<file path="src/ising_pkg.sv">
// Ising core shared definitions

package ising_pkg;

    localparam int NUM_SPINS = 8;
    localparam int ADDR_W    = 3;
    localparam int WEIGHT_W  = 8;
    // Eight signed 8-bit terms fit without overflow
    localparam int FIELD_W   = 12;
    localparam int SWEEP_W   = 8;

    typedef logic [ADDR_W-1:0] spin_idx_t;

    // Two's complement coupling or bias
    typedef logic [WEIGHT_W-1:0] weight_t;

    typedef logic signed [FIELD_W-1:0] field_t;

    // Bit set means spin +1, clear means spin -1
    typedef logic [NUM_SPINS-1:0] spin_vec_t;

    typedef logic [SWEEP_W-1:0] sweep_cnt_t;

    typedef enum logic [1:0] {
        H_IDLE,
        H_WAIT_GNT,
        H_ACK
    } host_state_t;

    typedef enum logic [1:0] {
        S_IDLE,
        S_ACCUM,
        S_UPDATE,
        S_DONE
    } sweep_state_t;

endpackage

</file>
<file path="src/bus_arbiter.sv">
// Round-robin weight bus arbiter

`timescale 1ns/1ps

module bus_arbiter (
    input  logic                 clk,
    input  logic                 rst_i,
    input  logic                 host_req_i,
    input  logic                 host_we_i,
    input  ising_pkg::spin_idx_t host_s_addr_i,
    input  ising_pkg::spin_idx_t host_d_addr_i,
    input  ising_pkg::weight_t   host_wdata_i,
    input  logic                 sweep_req_i,
    input  logic                 sweep_we_i,
    input  ising_pkg::spin_idx_t sweep_s_addr_i,
    input  ising_pkg::spin_idx_t sweep_d_addr_i,
    input  ising_pkg::weight_t   sweep_wdata_i,
    output logic                 host_gnt_o,
    output logic                 sweep_gnt_o,
    output logic                 bus_we_o,
    output logic                 bus_sel_o,
    output ising_pkg::spin_idx_t bus_s_addr_o,
    output ising_pkg::spin_idx_t bus_d_addr_o,
    output ising_pkg::weight_t   bus_wdata_o
);
    logic last_host_q;

    // Host yields only when it won the previous contest
    assign host_gnt_o  = host_req_i & (~sweep_req_i | ~last_host_q);
    assign sweep_gnt_o = sweep_req_i & ~host_gnt_o;

    always_ff @(posedge clk) begin
        if (rst_i) begin
            last_host_q <= 1'b0;
        end else if (host_gnt_o) begin
            last_host_q <= 1'b1;
        end else if (sweep_gnt_o) begin
            last_host_q <= 1'b0;
        end
    end

    assign bus_sel_o    = host_gnt_o | sweep_gnt_o;
    assign bus_we_o     = host_gnt_o ? host_we_i     : sweep_we_i;
    assign bus_s_addr_o = host_gnt_o ? host_s_addr_i : sweep_s_addr_i;
    assign bus_d_addr_o = host_gnt_o ? host_d_addr_i : sweep_d_addr_i;
    assign bus_wdata_o  = host_gnt_o ? host_wdata_i  : sweep_wdata_i;

endmodule

</file>
<file path="src/host_port.sv">
// Four-phase host access port

`timescale 1ns/1ps

module host_port (
    input  logic                 clk,
    input  logic                 rst_i,
    input  logic                 host_req_i,
    input  logic                 host_we_i,
    input  ising_pkg::spin_idx_t host_s_addr_i,
    input  ising_pkg::spin_idx_t host_d_addr_i,
    input  ising_pkg::weight_t   host_wdata_i,
    output logic                 host_ack_o,
    output ising_pkg::weight_t   host_rdata_o,
    output logic                 bus_req_o,
    input  logic                 bus_gnt_i,
    input  ising_pkg::weight_t   bus_rdata_i,
    output logic                 bus_we_o,
    output ising_pkg::spin_idx_t bus_s_addr_o,
    output ising_pkg::spin_idx_t bus_d_addr_o,
    output ising_pkg::weight_t   bus_wdata_o
);
    import ising_pkg::*;

    host_state_t state_q;
    weight_t     rdata_q;

    always_ff @(posedge clk) begin
        if (rst_i) begin
            state_q <= H_IDLE;
        end else begin
            case (state_q)
                H_IDLE:     if (host_req_i) state_q <= H_WAIT_GNT;
                H_WAIT_GNT: if (bus_gnt_i) state_q <= H_ACK;
                H_ACK:      if (!host_req_i) state_q <= H_IDLE;
                default:    state_q <= H_IDLE;
            endcase
        end
    end

    // Read data is taken on the single granted cycle
    always_ff @(posedge clk) begin
        if (state_q == H_WAIT_GNT && bus_gnt_i) begin
            rdata_q <= bus_rdata_i;
        end
    end

    assign bus_req_o    = (state_q == H_WAIT_GNT);
    assign bus_we_o     = host_we_i;
    assign bus_s_addr_o = host_s_addr_i;
    assign bus_d_addr_o = host_d_addr_i;
    assign bus_wdata_o  = host_wdata_i;
    assign host_ack_o   = (state_q == H_ACK);
    assign host_rdata_o = rdata_q;

endmodule

</file>
<file path="src/ising_core.sv">
// Ising machine core top level

`timescale 1ns/1ps

module ising_core (
    input  logic                  clk,
    input  logic                  rst_i,
    input  logic                  host_req_i,
    input  logic                  host_we_i,
    input  ising_pkg::spin_idx_t  host_s_addr_i,
    input  ising_pkg::spin_idx_t  host_d_addr_i,
    input  ising_pkg::weight_t    host_wdata_i,
    output logic                  host_ack_o,
    output ising_pkg::weight_t    host_rdata_o,
    input  logic                  run_req_i,
    input  ising_pkg::spin_vec_t  init_spins_i,
    input  ising_pkg::sweep_cnt_t sweeps_i,
    output logic                  run_ack_o,
    output ising_pkg::spin_vec_t  spins_o
);
    import ising_pkg::*;

    logic      host_req;
    logic      host_gnt;
    logic      host_we;
    spin_idx_t host_s;
    spin_idx_t host_d;
    weight_t   host_wdata;
    logic      sweep_req;
    logic      sweep_gnt;
    spin_idx_t sweep_s;
    spin_idx_t sweep_d;
    logic      bus_we;
    logic      bus_sel;
    spin_idx_t bus_s;
    spin_idx_t bus_d;
    weight_t   bus_wdata;
    weight_t   bus_rdata;

    host_port i_host (
        .clk(clk), .rst_i(rst_i),
        .host_req_i(host_req_i), .host_we_i(host_we_i),
        .host_s_addr_i(host_s_addr_i), .host_d_addr_i(host_d_addr_i),
        .host_wdata_i(host_wdata_i), .host_ack_o(host_ack_o), .host_rdata_o(host_rdata_o),
        .bus_req_o(host_req), .bus_gnt_i(host_gnt), .bus_rdata_i(bus_rdata),
        .bus_we_o(host_we), .bus_s_addr_o(host_s), .bus_d_addr_o(host_d),
        .bus_wdata_o(host_wdata)
    );

    spin_sweeper i_sweeper (
        .clk(clk), .rst_i(rst_i),
        .run_req_i(run_req_i), .init_spins_i(init_spins_i), .sweeps_i(sweeps_i),
        .run_ack_o(run_ack_o), .spins_o(spins_o),
        .bus_req_o(sweep_req), .bus_gnt_i(sweep_gnt),
        .bus_s_addr_o(sweep_s), .bus_d_addr_o(sweep_d), .bus_rdata_i(bus_rdata)
    );

    // The sweeper only reads
    bus_arbiter i_arbiter (
        .clk(clk), .rst_i(rst_i),
        .host_req_i(host_req), .host_we_i(host_we), .host_s_addr_i(host_s),
        .host_d_addr_i(host_d), .host_wdata_i(host_wdata),
        .sweep_req_i(sweep_req), .sweep_we_i(1'b0), .sweep_s_addr_i(sweep_s),
        .sweep_d_addr_i(sweep_d), .sweep_wdata_i('0),
        .host_gnt_o(host_gnt), .sweep_gnt_o(sweep_gnt),
        .bus_we_o(bus_we), .bus_sel_o(bus_sel), .bus_s_addr_o(bus_s),
        .bus_d_addr_o(bus_d), .bus_wdata_o(bus_wdata)
    );

    recursive_matrix #(.N(NUM_SPINS), .DIAGONAL(1)) i_matrix (
        .clk(clk), .rst_i(rst_i),
        .wr_en_i(bus_we), .sel_i(bus_sel),
        .s_addr_i(bus_s), .d_addr_i(bus_d),
        .wdata_i(bus_wdata), .rdata_o(bus_rdata)
    );

endmodule

</file>
<file path="src/recursive_matrix.sv">
// Recursive quadtree weight store
// Symmetric fold on the diagonal

`timescale 1ns/1ps

module recursive_matrix #(
    parameter int N        = 8,
    parameter bit DIAGONAL = 1
) (
    input  logic                                 clk,
    input  logic                                 rst_i,
    input  logic                                 wr_en_i,
    input  logic                                 sel_i,
    input  logic [((N > 1) ? $clog2(N) : 1)-1:0] s_addr_i,
    input  logic [((N > 1) ? $clog2(N) : 1)-1:0] d_addr_i,
    input  ising_pkg::weight_t                   wdata_i,
    output ising_pkg::weight_t                   rdata_o
);
    import ising_pkg::*;

    if (N > 1) begin : g_split
        localparam int TOP = $clog2(N) - 1;
        localparam int CW  = (N > 2) ? TOP : 1;

        logic          s_hi;
        logic          d_hi;
        logic          tl;
        logic          tr;
        logic          bl;
        logic          br;
        logic [CW-1:0] s_lo;
        logic [CW-1:0] d_lo;
        logic [CW-1:0] tr_s;
        logic [CW-1:0] tr_d;
        logic          tr_sel;
        weight_t       tl_r;
        weight_t       tr_r;
        weight_t       br_r;

        // Top address bits pick the quadrant
        assign s_hi = s_addr_i[TOP];
        assign d_hi = d_addr_i[TOP];
        assign tl   = ~s_hi & ~d_hi;
        assign br   =  s_hi &  d_hi;
        assign tr   =  s_hi & ~d_hi;
        assign bl   = ~s_hi &  d_hi;

        // Children of size 1 ignore their address
        if (N > 2) begin : g_lo
            assign s_lo = s_addr_i[CW-1:0];
            assign d_lo = d_addr_i[CW-1:0];
        end else begin : g_lo
            assign s_lo = 1'b0;
            assign d_lo = 1'b0;
        end

        if (DIAGONAL) begin : g_fold
            // Transposed access lands in the top-right child
            assign tr_s    = bl ? d_lo : s_lo;
            assign tr_d    = bl ? s_lo : d_lo;
            assign tr_sel  = sel_i & (tr | bl);
            assign rdata_o = tl ? tl_r : (br ? br_r : tr_r);
        end else begin : g_full
            weight_t bl_r;

            assign tr_s   = s_lo;
            assign tr_d   = d_lo;
            assign tr_sel = sel_i & tr;

            recursive_matrix #(.N(N/2), .DIAGONAL(0)) bot_left (
                .clk      (clk),
                .rst_i    (rst_i),
                .wr_en_i  (wr_en_i),
                .sel_i    (sel_i & bl),
                .s_addr_i (s_lo),
                .d_addr_i (d_lo),
                .wdata_i  (wdata_i),
                .rdata_o  (bl_r)
            );

            always_comb begin
                case ({s_hi, d_hi})
                    2'b00:   rdata_o = tl_r;
                    2'b10:   rdata_o = tr_r;
                    2'b01:   rdata_o = bl_r;
                    default: rdata_o = br_r;
                endcase
            end
        end

        recursive_matrix #(.N(N/2), .DIAGONAL(DIAGONAL)) top_left (
            .clk      (clk),
            .rst_i    (rst_i),
            .wr_en_i  (wr_en_i),
            .sel_i    (sel_i & tl),
            .s_addr_i (s_lo),
            .d_addr_i (d_lo),
            .wdata_i  (wdata_i),
            .rdata_o  (tl_r)
        );

        recursive_matrix #(.N(N/2), .DIAGONAL(0)) top_right (
            .clk      (clk),
            .rst_i    (rst_i),
            .wr_en_i  (wr_en_i),
            .sel_i    (tr_sel),
            .s_addr_i (tr_s),
            .d_addr_i (tr_d),
            .wdata_i  (wdata_i),
            .rdata_o  (tr_r)
        );

        recursive_matrix #(.N(N/2), .DIAGONAL(DIAGONAL)) bot_right (
            .clk      (clk),
            .rst_i    (rst_i),
            .wr_en_i  (wr_en_i),
            .sel_i    (sel_i & br),
            .s_addr_i (s_lo),
            .d_addr_i (d_lo),
            .wdata_i  (wdata_i),
            .rdata_o  (br_r)
        );
    end else begin : g_cell
        // Holds a bias on the diagonal, a coupling elsewhere
        weight_t w_q;

        always_ff @(posedge clk) begin
            if (rst_i) begin
                w_q <= '0;
            end else if (sel_i && wr_en_i) begin
                w_q <= wdata_i;
            end
        end

        assign rdata_o = w_q;
    end

endmodule

</file>
<file path="src/spin_sweeper.sv">
// Zero-temperature sequential spin sweeper

`timescale 1ns/1ps

module spin_sweeper (
    input  logic                   clk,
    input  logic                   rst_i,
    input  logic                   run_req_i,
    input  ising_pkg::spin_vec_t   init_spins_i,
    input  ising_pkg::sweep_cnt_t  sweeps_i,
    output logic                   run_ack_o,
    output ising_pkg::spin_vec_t   spins_o,
    output logic                   bus_req_o,
    input  logic                   bus_gnt_i,
    output ising_pkg::spin_idx_t   bus_s_addr_o,
    output ising_pkg::spin_idx_t   bus_d_addr_o,
    input  ising_pkg::weight_t     bus_rdata_i
);
    import ising_pkg::*;

    sweep_state_t state_q;
    spin_vec_t    spins_q;
    spin_idx_t    spin_i_q;
    spin_idx_t    col_j_q;
    field_t       field_q;
    sweep_cnt_t   sweeps_left_q;
    field_t       w_ext;
    field_t       term;

    assign w_ext = {{(FIELD_W-WEIGHT_W){bus_rdata_i[WEIGHT_W-1]}}, bus_rdata_i};

    // Bias adds as is, couplings take the sign of spin j
    always_comb begin
        if (col_j_q == spin_i_q || spins_q[col_j_q]) begin
            term = w_ext;
        end else begin
            term = -w_ext;
        end
    end

    always_ff @(posedge clk) begin
        if (rst_i) begin
            state_q       <= S_IDLE;
            spins_q       <= '0;
            spin_i_q      <= '0;
            col_j_q       <= '0;
            field_q       <= '0;
            sweeps_left_q <= '0;
        end else begin
            case (state_q)
                S_IDLE: begin
                    if (run_req_i) begin
                        spins_q       <= init_spins_i;
                        sweeps_left_q <= sweeps_i;
                        spin_i_q      <= '0;
                        col_j_q       <= '0;
                        field_q       <= '0;
                        state_q       <= (sweeps_i == '0) ? S_DONE : S_ACCUM;
                    end
                end
                S_ACCUM: begin
                    if (bus_gnt_i) begin
                        field_q <= field_q + term;
                        col_j_q <= col_j_q + 1'b1;
                        if (col_j_q == spin_idx_t'(NUM_SPINS - 1)) state_q <= S_UPDATE;
                    end
                end
                S_UPDATE: begin
                    // A zero field leaves the spin alone
                    if (field_q > 0) begin
                        spins_q[spin_i_q] <= 1'b1;
                    end else if (field_q < 0) begin
                        spins_q[spin_i_q] <= 1'b0;
                    end
                    field_q  <= '0;
                    spin_i_q <= spin_i_q + 1'b1;
                    state_q  <= S_ACCUM;
                    if (spin_i_q == spin_idx_t'(NUM_SPINS - 1)) begin
                        sweeps_left_q <= sweeps_left_q - 1'b1;
                        if (sweeps_left_q == sweep_cnt_t'(1)) state_q <= S_DONE;
                    end
                end
                S_DONE:  if (!run_req_i) state_q <= S_IDLE;
                default: state_q <= S_IDLE;
            endcase
        end
    end

    assign bus_req_o    = (state_q == S_ACCUM);
    assign bus_s_addr_o = spin_i_q;
    assign bus_d_addr_o = col_j_q;
    assign run_ack_o    = (state_q == S_DONE);
    assign spins_o      = spins_q;

endmodule

</file>
<file path="config.mk">
export PLATFORM = sky130hd
export DESIGN_NAME = ising_core
export DESIGN_NICKNAME = d
export VERILOG_FILES = /design/src/ising_pkg.sv /design/src/bus_arbiter.sv /design/src/host_port.sv /design/src/ising_core.sv /design/src/recursive_matrix.sv /design/src/spin_sweeper.sv
export SDC_FILE = /design/constraint.sdc
export NUM_CORES = 1
export LEC_CHECK = 0
export ABC_AREA = 1
export BUFFER_PORTS_ARGS = -buffer_cell sky130_fd_sc_hd__buf_2
export CORE_MARGIN = 2
export CORE_UTILIZATION = 63
export CTS_CLUSTER_DIAMETER = 150
export DETAILED_ROUTE_END_ITERATION = 8
export GPL_TIMING_DRIVEN = 0
export PLACE_DENSITY = 0.81
export SLEW_MARGIN = 0
export SYNTH_ARGS = -nofsm -noshare
export SYNTH_HDL_FRONTEND = slang
export SYNTH_SLANG_ARGS = --single-unit
</file>
<file path="constraint.sdc">
create_clock -name clk -period 6.5 [get_ports clk]
set_input_delay 0.65 -clock clk [delete_from_list [all_inputs] [get_ports clk]]
set_output_delay 0.65 -clock clk [all_outputs]
set_load 0.01 [all_outputs]
</file>
==> flow_summary.yaml <==
outcome:
  outcome: "finished, final reports clean"
finish:
  final_antenna_diode_count: 0
  nets: 2645
  final_cell_area_sq_um: 18500
  layoutNonFillerInstCount: 2943
  post_route_cells_drive_above_1_share_pct: 7.21
  area_growth_pct: 11.5
  fin_util_pct: 71.2
detailed_routing:
  wl_per_cell_um: 19.6
  routed_via_density: 6.06
  dr_total_vias: 17800
  postRouteAntennaNets: 0
  drt_pass1_iterations: 8
  drt_iter0_drc: 2418
  post-route-drc-count: 0
  total_wire_length_um: 57700
synthesis:
  netlist-cell-type-count: 44
  ys_seq_elements: 335
  synth_commonest_cells: "688 x sky130_fd_sc_hd__nor2_1, 370 x sky130_fd_sc_hd__o21ai_0, 351 x sky130_fd_sc_hd__nand2_1"
  ys.warnings.count: 0
  synthArstFlopShare_pct: 0
  syn_nets: 2554
  post_synth_inst_count: 2491
  synth-seq-area-share_pct: 40.9
  synth_most_common_cell: "sky130_fd_sc_hd__nor2_1"
  synth_enable_flop_cells: 8
  yosys.area.top_type: "sky130_fd_sc_hd__dfxtp_1"
  post_synth_main_area_contributors: "sky130_fd_sc_hd__dfxtp_1 39%, sky130_fd_sc_hd__nor2_1 16%, sky130_fd_sc_hd__o21ai_0 11%"
  portion_of_synthesized_cell_area_occupied_by_the_leading_cell_type_pct: 39.4
  synthesis.area_per_instance_sq_um: 6.66
  prevailing_post_synth_register_cell: "sky130_fd_sc_hd__dfxtp_1"
  netlist_area_sq_um: 16600
worst_setup_path:
  r2r-start: "i_sweeper.state_q[0]$_SDFFE_PP0P_"
  startpoint_type: "register"
  worst_ep_required_time_ns: 6.89
  timing.rr.end: "i_sweeper.field_q[11]$_SDFFE_PP0P_"
  crit_path_max_incr_delay_ns: 0.46
  critical_path.max_fanout: 10
  timing.critical_path.arrival_ns: 6.52
  timing.setup.critical_path_class: "register to register"
  ff2ff_path_depth: 33
  end_kind: "register"
  critical_path.most_common_cell: "sky130_fd_sc_hd__nand2_1"
  worst-r2r-setup-slack_ns: 0.37
  timing.critical_path.slowest_stage_cell: "sky130_fd_sc_hd__dfxtp_1"
clocking:
  cts-htree-levels: 2
  cts_root_buffer: "sky130_fd_sc_hd__clkbuf_16"
  cts.clk_slew.worst_paths_ns: 0.06
  cts_tree: "done"
  clk_latency_worst_skew_pair_ns: 0.54
  tritoncts_num_sinks: 335
  cts_max_path_buffers: 3
  num_cts_buffers: 37
floorplanning:
  top_ports: 53
  chipWidth_um: 166
  num_rows: 59
  die_area_sq_um: 27700
  initial_utilization_pct: 63.9
  die_y_um: 166
  area_of_the_core_sq_um: 26000
hold_path:
  hold_path.startpoint: "rst_i"
  min-delay-path-class: "input port to register"
  whs_endpoint: "i_sweeper.bus_d_addr_o[0]$_SDFFE_PP0P_"
  min_path_cells: 2
timing:
  totalNegativeSetupSlack_ns: 0
  setup_repair_after_global_routing_missed_its_margin: "no"
  final_count_of_hold_timing_violations: 0
  timing.clock.skew_ns: 0.0134
  finalSetupViolCount: 0
  whs_ns: 0.367
  worst_pin_slew_ns: 1.36
  finalCriticalPeriod_ns: 6.13
  report.final.slew_viol_count: 0
  timing.slew.headroom_pct: 8.74
  fmaxAchievable_mhz: 163
  final.period_utilization_pct: 94.3
global_routing:
  grtUsageTotal_pct: 40.5
  pin_count_of_the_biggest_net_entering_global_routing: 14
  number_of_global_route_vias_before_repair: 16300
  grt_overflow_total: 0
  antenna_found_initial: 2
  grt_pass1_wl_um: 89000
placed_design:
  globalplace.congestion: 1.02
  placed_cells: 2878
  port-buffer-count: 52
  detailed_place.area_sq_um: 17300
  detailedPlacementHpwl_um: 41500
flow_run:
  drv_cap: 0
power:
  p_leak_nw: 8.59
  largest_vdd_supply_drop_v: 0.000472
  power_density_nw_per_um2: 327
-- cell usage in the layout, fill, tap and decap left out, types with 2 or more instances in the layout --
cell type                   netlist  final
sky130_fd_sc_hd__a21oi_1        106    106
sky130_fd_sc_hd__nor2_1         688    688
sky130_fd_sc_hd__nand4_1          3      3
sky130_fd_sc_hd__o21ai_0        370    370
sky130_fd_sc_hd__a31oi_1          6      6
sky130_fd_sc_hd__nor3_1          18     18
sky130_fd_sc_hd__xor2_1           7      7
sky130_fd_sc_hd__clkbuf_1        94     99
sky130_fd_sc_hd__nand3b_1        17     17
sky130_fd_sc_hd__nand2_4          8      8
sky130_fd_sc_hd__o31ai_1          3      2
sky130_fd_sc_hd__o21ai_1          7      7
sky130_fd_sc_hd__xnor2_1          5      5
sky130_fd_sc_hd__edfxtp_1         8      8
sky130_fd_sc_hd__buf_2            9     61
sky130_fd_sc_hd__clkbuf_8         0      7
sky130_fd_sc_hd__buf_4            2      2
sky130_fd_sc_hd__buf_1            2      2
sky130_fd_sc_hd__o21ai_2          4      4
sky130_fd_sc_hd__buf_6            9      9
sky130_fd_sc_hd__dfxtp_1        327    327
sky130_fd_sc_hd__clkbuf_16        0     39
sky130_fd_sc_hd__inv_2            7      6
sky130_fd_sc_hd__o211ai_1        22     22
sky130_fd_sc_hd__a211oi_1         5      5
sky130_fd_sc_hd__a32o_1           8      8
sky130_fd_sc_hd__nor4_1           3      3
sky130_fd_sc_hd__nand3_2          2      2
sky130_fd_sc_hd__or2_2            4      4
sky130_fd_sc_hd__nand2_2         11     12
sky130_fd_sc_hd__nand3_1        153    153
sky130_fd_sc_hd__clkinv_1         8     11
sky130_fd_sc_hd__nand2_1        351    350
sky130_fd_sc_hd__o21bai_1         3      3
sky130_fd_sc_hd__ha_1            27     26
sky130_fd_sc_hd__nor2_2          15     14
sky130_fd_sc_hd__nor2_4           2      3
sky130_fd_sc_hd__clkinv_2         0      6
sky130_fd_sc_hd__inv_1          169    169
sky130_fd_sc_hd__bufinv_16        0      2
-- kinds of logic after synthesis --
kind of cell | count (synthesis) | synth area share (%)
AND/OR/NAND/NOR | 1278 | 31.8
adder cells (fa/ha/maj) | 28 | 2.16
XOR/XNOR | 12 | 0.633
flip-flops | 335 | 40.9
AO/OA/AOI/OAI | 538 | 17.2
buffers and inverters | 300 | 7.30
-- worst max-delay path, delay by kind of cell, from the launching register on --
kind	cells	cell delay, ns
buffers and inverters	7	1.46
xor gates and xnor gates	2	0.40
DFF	1	0.46
adders and majority gates	2	0.60
and+or+nand+nor	15	1.92
AOI/OAI and AO/OA	7	1.15
-- power by group --
part           total, mW  switching [mW]  internal [mW]
Clock               2.13           0.875           1.25
Combinational       1.74            1.27          0.471
Sequential          2.19          0.0549           2.13
-- timing repair --
| item | in CTS | in global routing |
|---|---|---|
| buffers inserted | 0 | 0 |
| resized for setup | 0 | 8 |
| endpoints found under the setup margin | 0 | 3 |
| hold endpoints to repair | 0 | 0 |
| hold buffers | 0 | 0 |
-- area by class of cell --
class	instances	area, sq um
clock inverter	13	118
inverter	184	693
multi-input combinational	1856	8610
clock buffer	52	1090
fill	2277	7480
buffer	116	523
tap	335	419
sequential	335	6790
timing repair buffer	52	260
-- worst max path at each step --
| stage | end | from | cells past startpoint |
|---|---|---|---|
| detailed placement | i_sweeper.field_q[10]$_SDFFE_PP0P_ | i_sweeper.state_q[1]$_SDFFE_PP0P_ | 41 |
| floorplan | i_sweeper.field_q[10]$_SDFFE_PP0P_ | i_host.state_q[0]$_SDFFE_PP0P_ | 43 |
| global route | i_sweeper.field_q[11]$_SDFFE_PP0P_ | i_host.state_q[0]$_SDFFE_PP0P_ | 33 |
| finish | i_sweeper.field_q[11]$_SDFFE_PP0P_ | i_sweeper.state_q[0]$_SDFFE_PP0P_ | 33 |
| CTS | i_sweeper.field_q[10]$_SDFFE_PP0P_ | i_host.state_q[0]$_SDFFE_PP0P_ | 41 |
| global placement | i_sweeper.field_q[10]$_SDFFE_PP0P_ | i_host.state_q[0]$_SDFFE_PP0P_ | 41 |
-- layer usage --
layer / vias up / part of all wire [%] / GRT usage, %
met1: 8222 / 39 / 54.3
met3: 220 / 13 / 9.60
met5: - / 0.036 / 0
met2: 1144 / 43 / 61.8
li1: 8259 / - / -
met4: 4 / 5.2 / 19.6
-- stage by stage --
stage / total power [mW] / worst slack, ns
after global placement: 3.85 / 0.555
after global routing: 6.26 / 0.00527
final: 6.05 / 0.370
after detailed placement: 3.88 / 0.347
after CTS: 5.96 / 0.315
after floorplan: 3.33 / 1.61
Power figures use the tool's default switching activity.
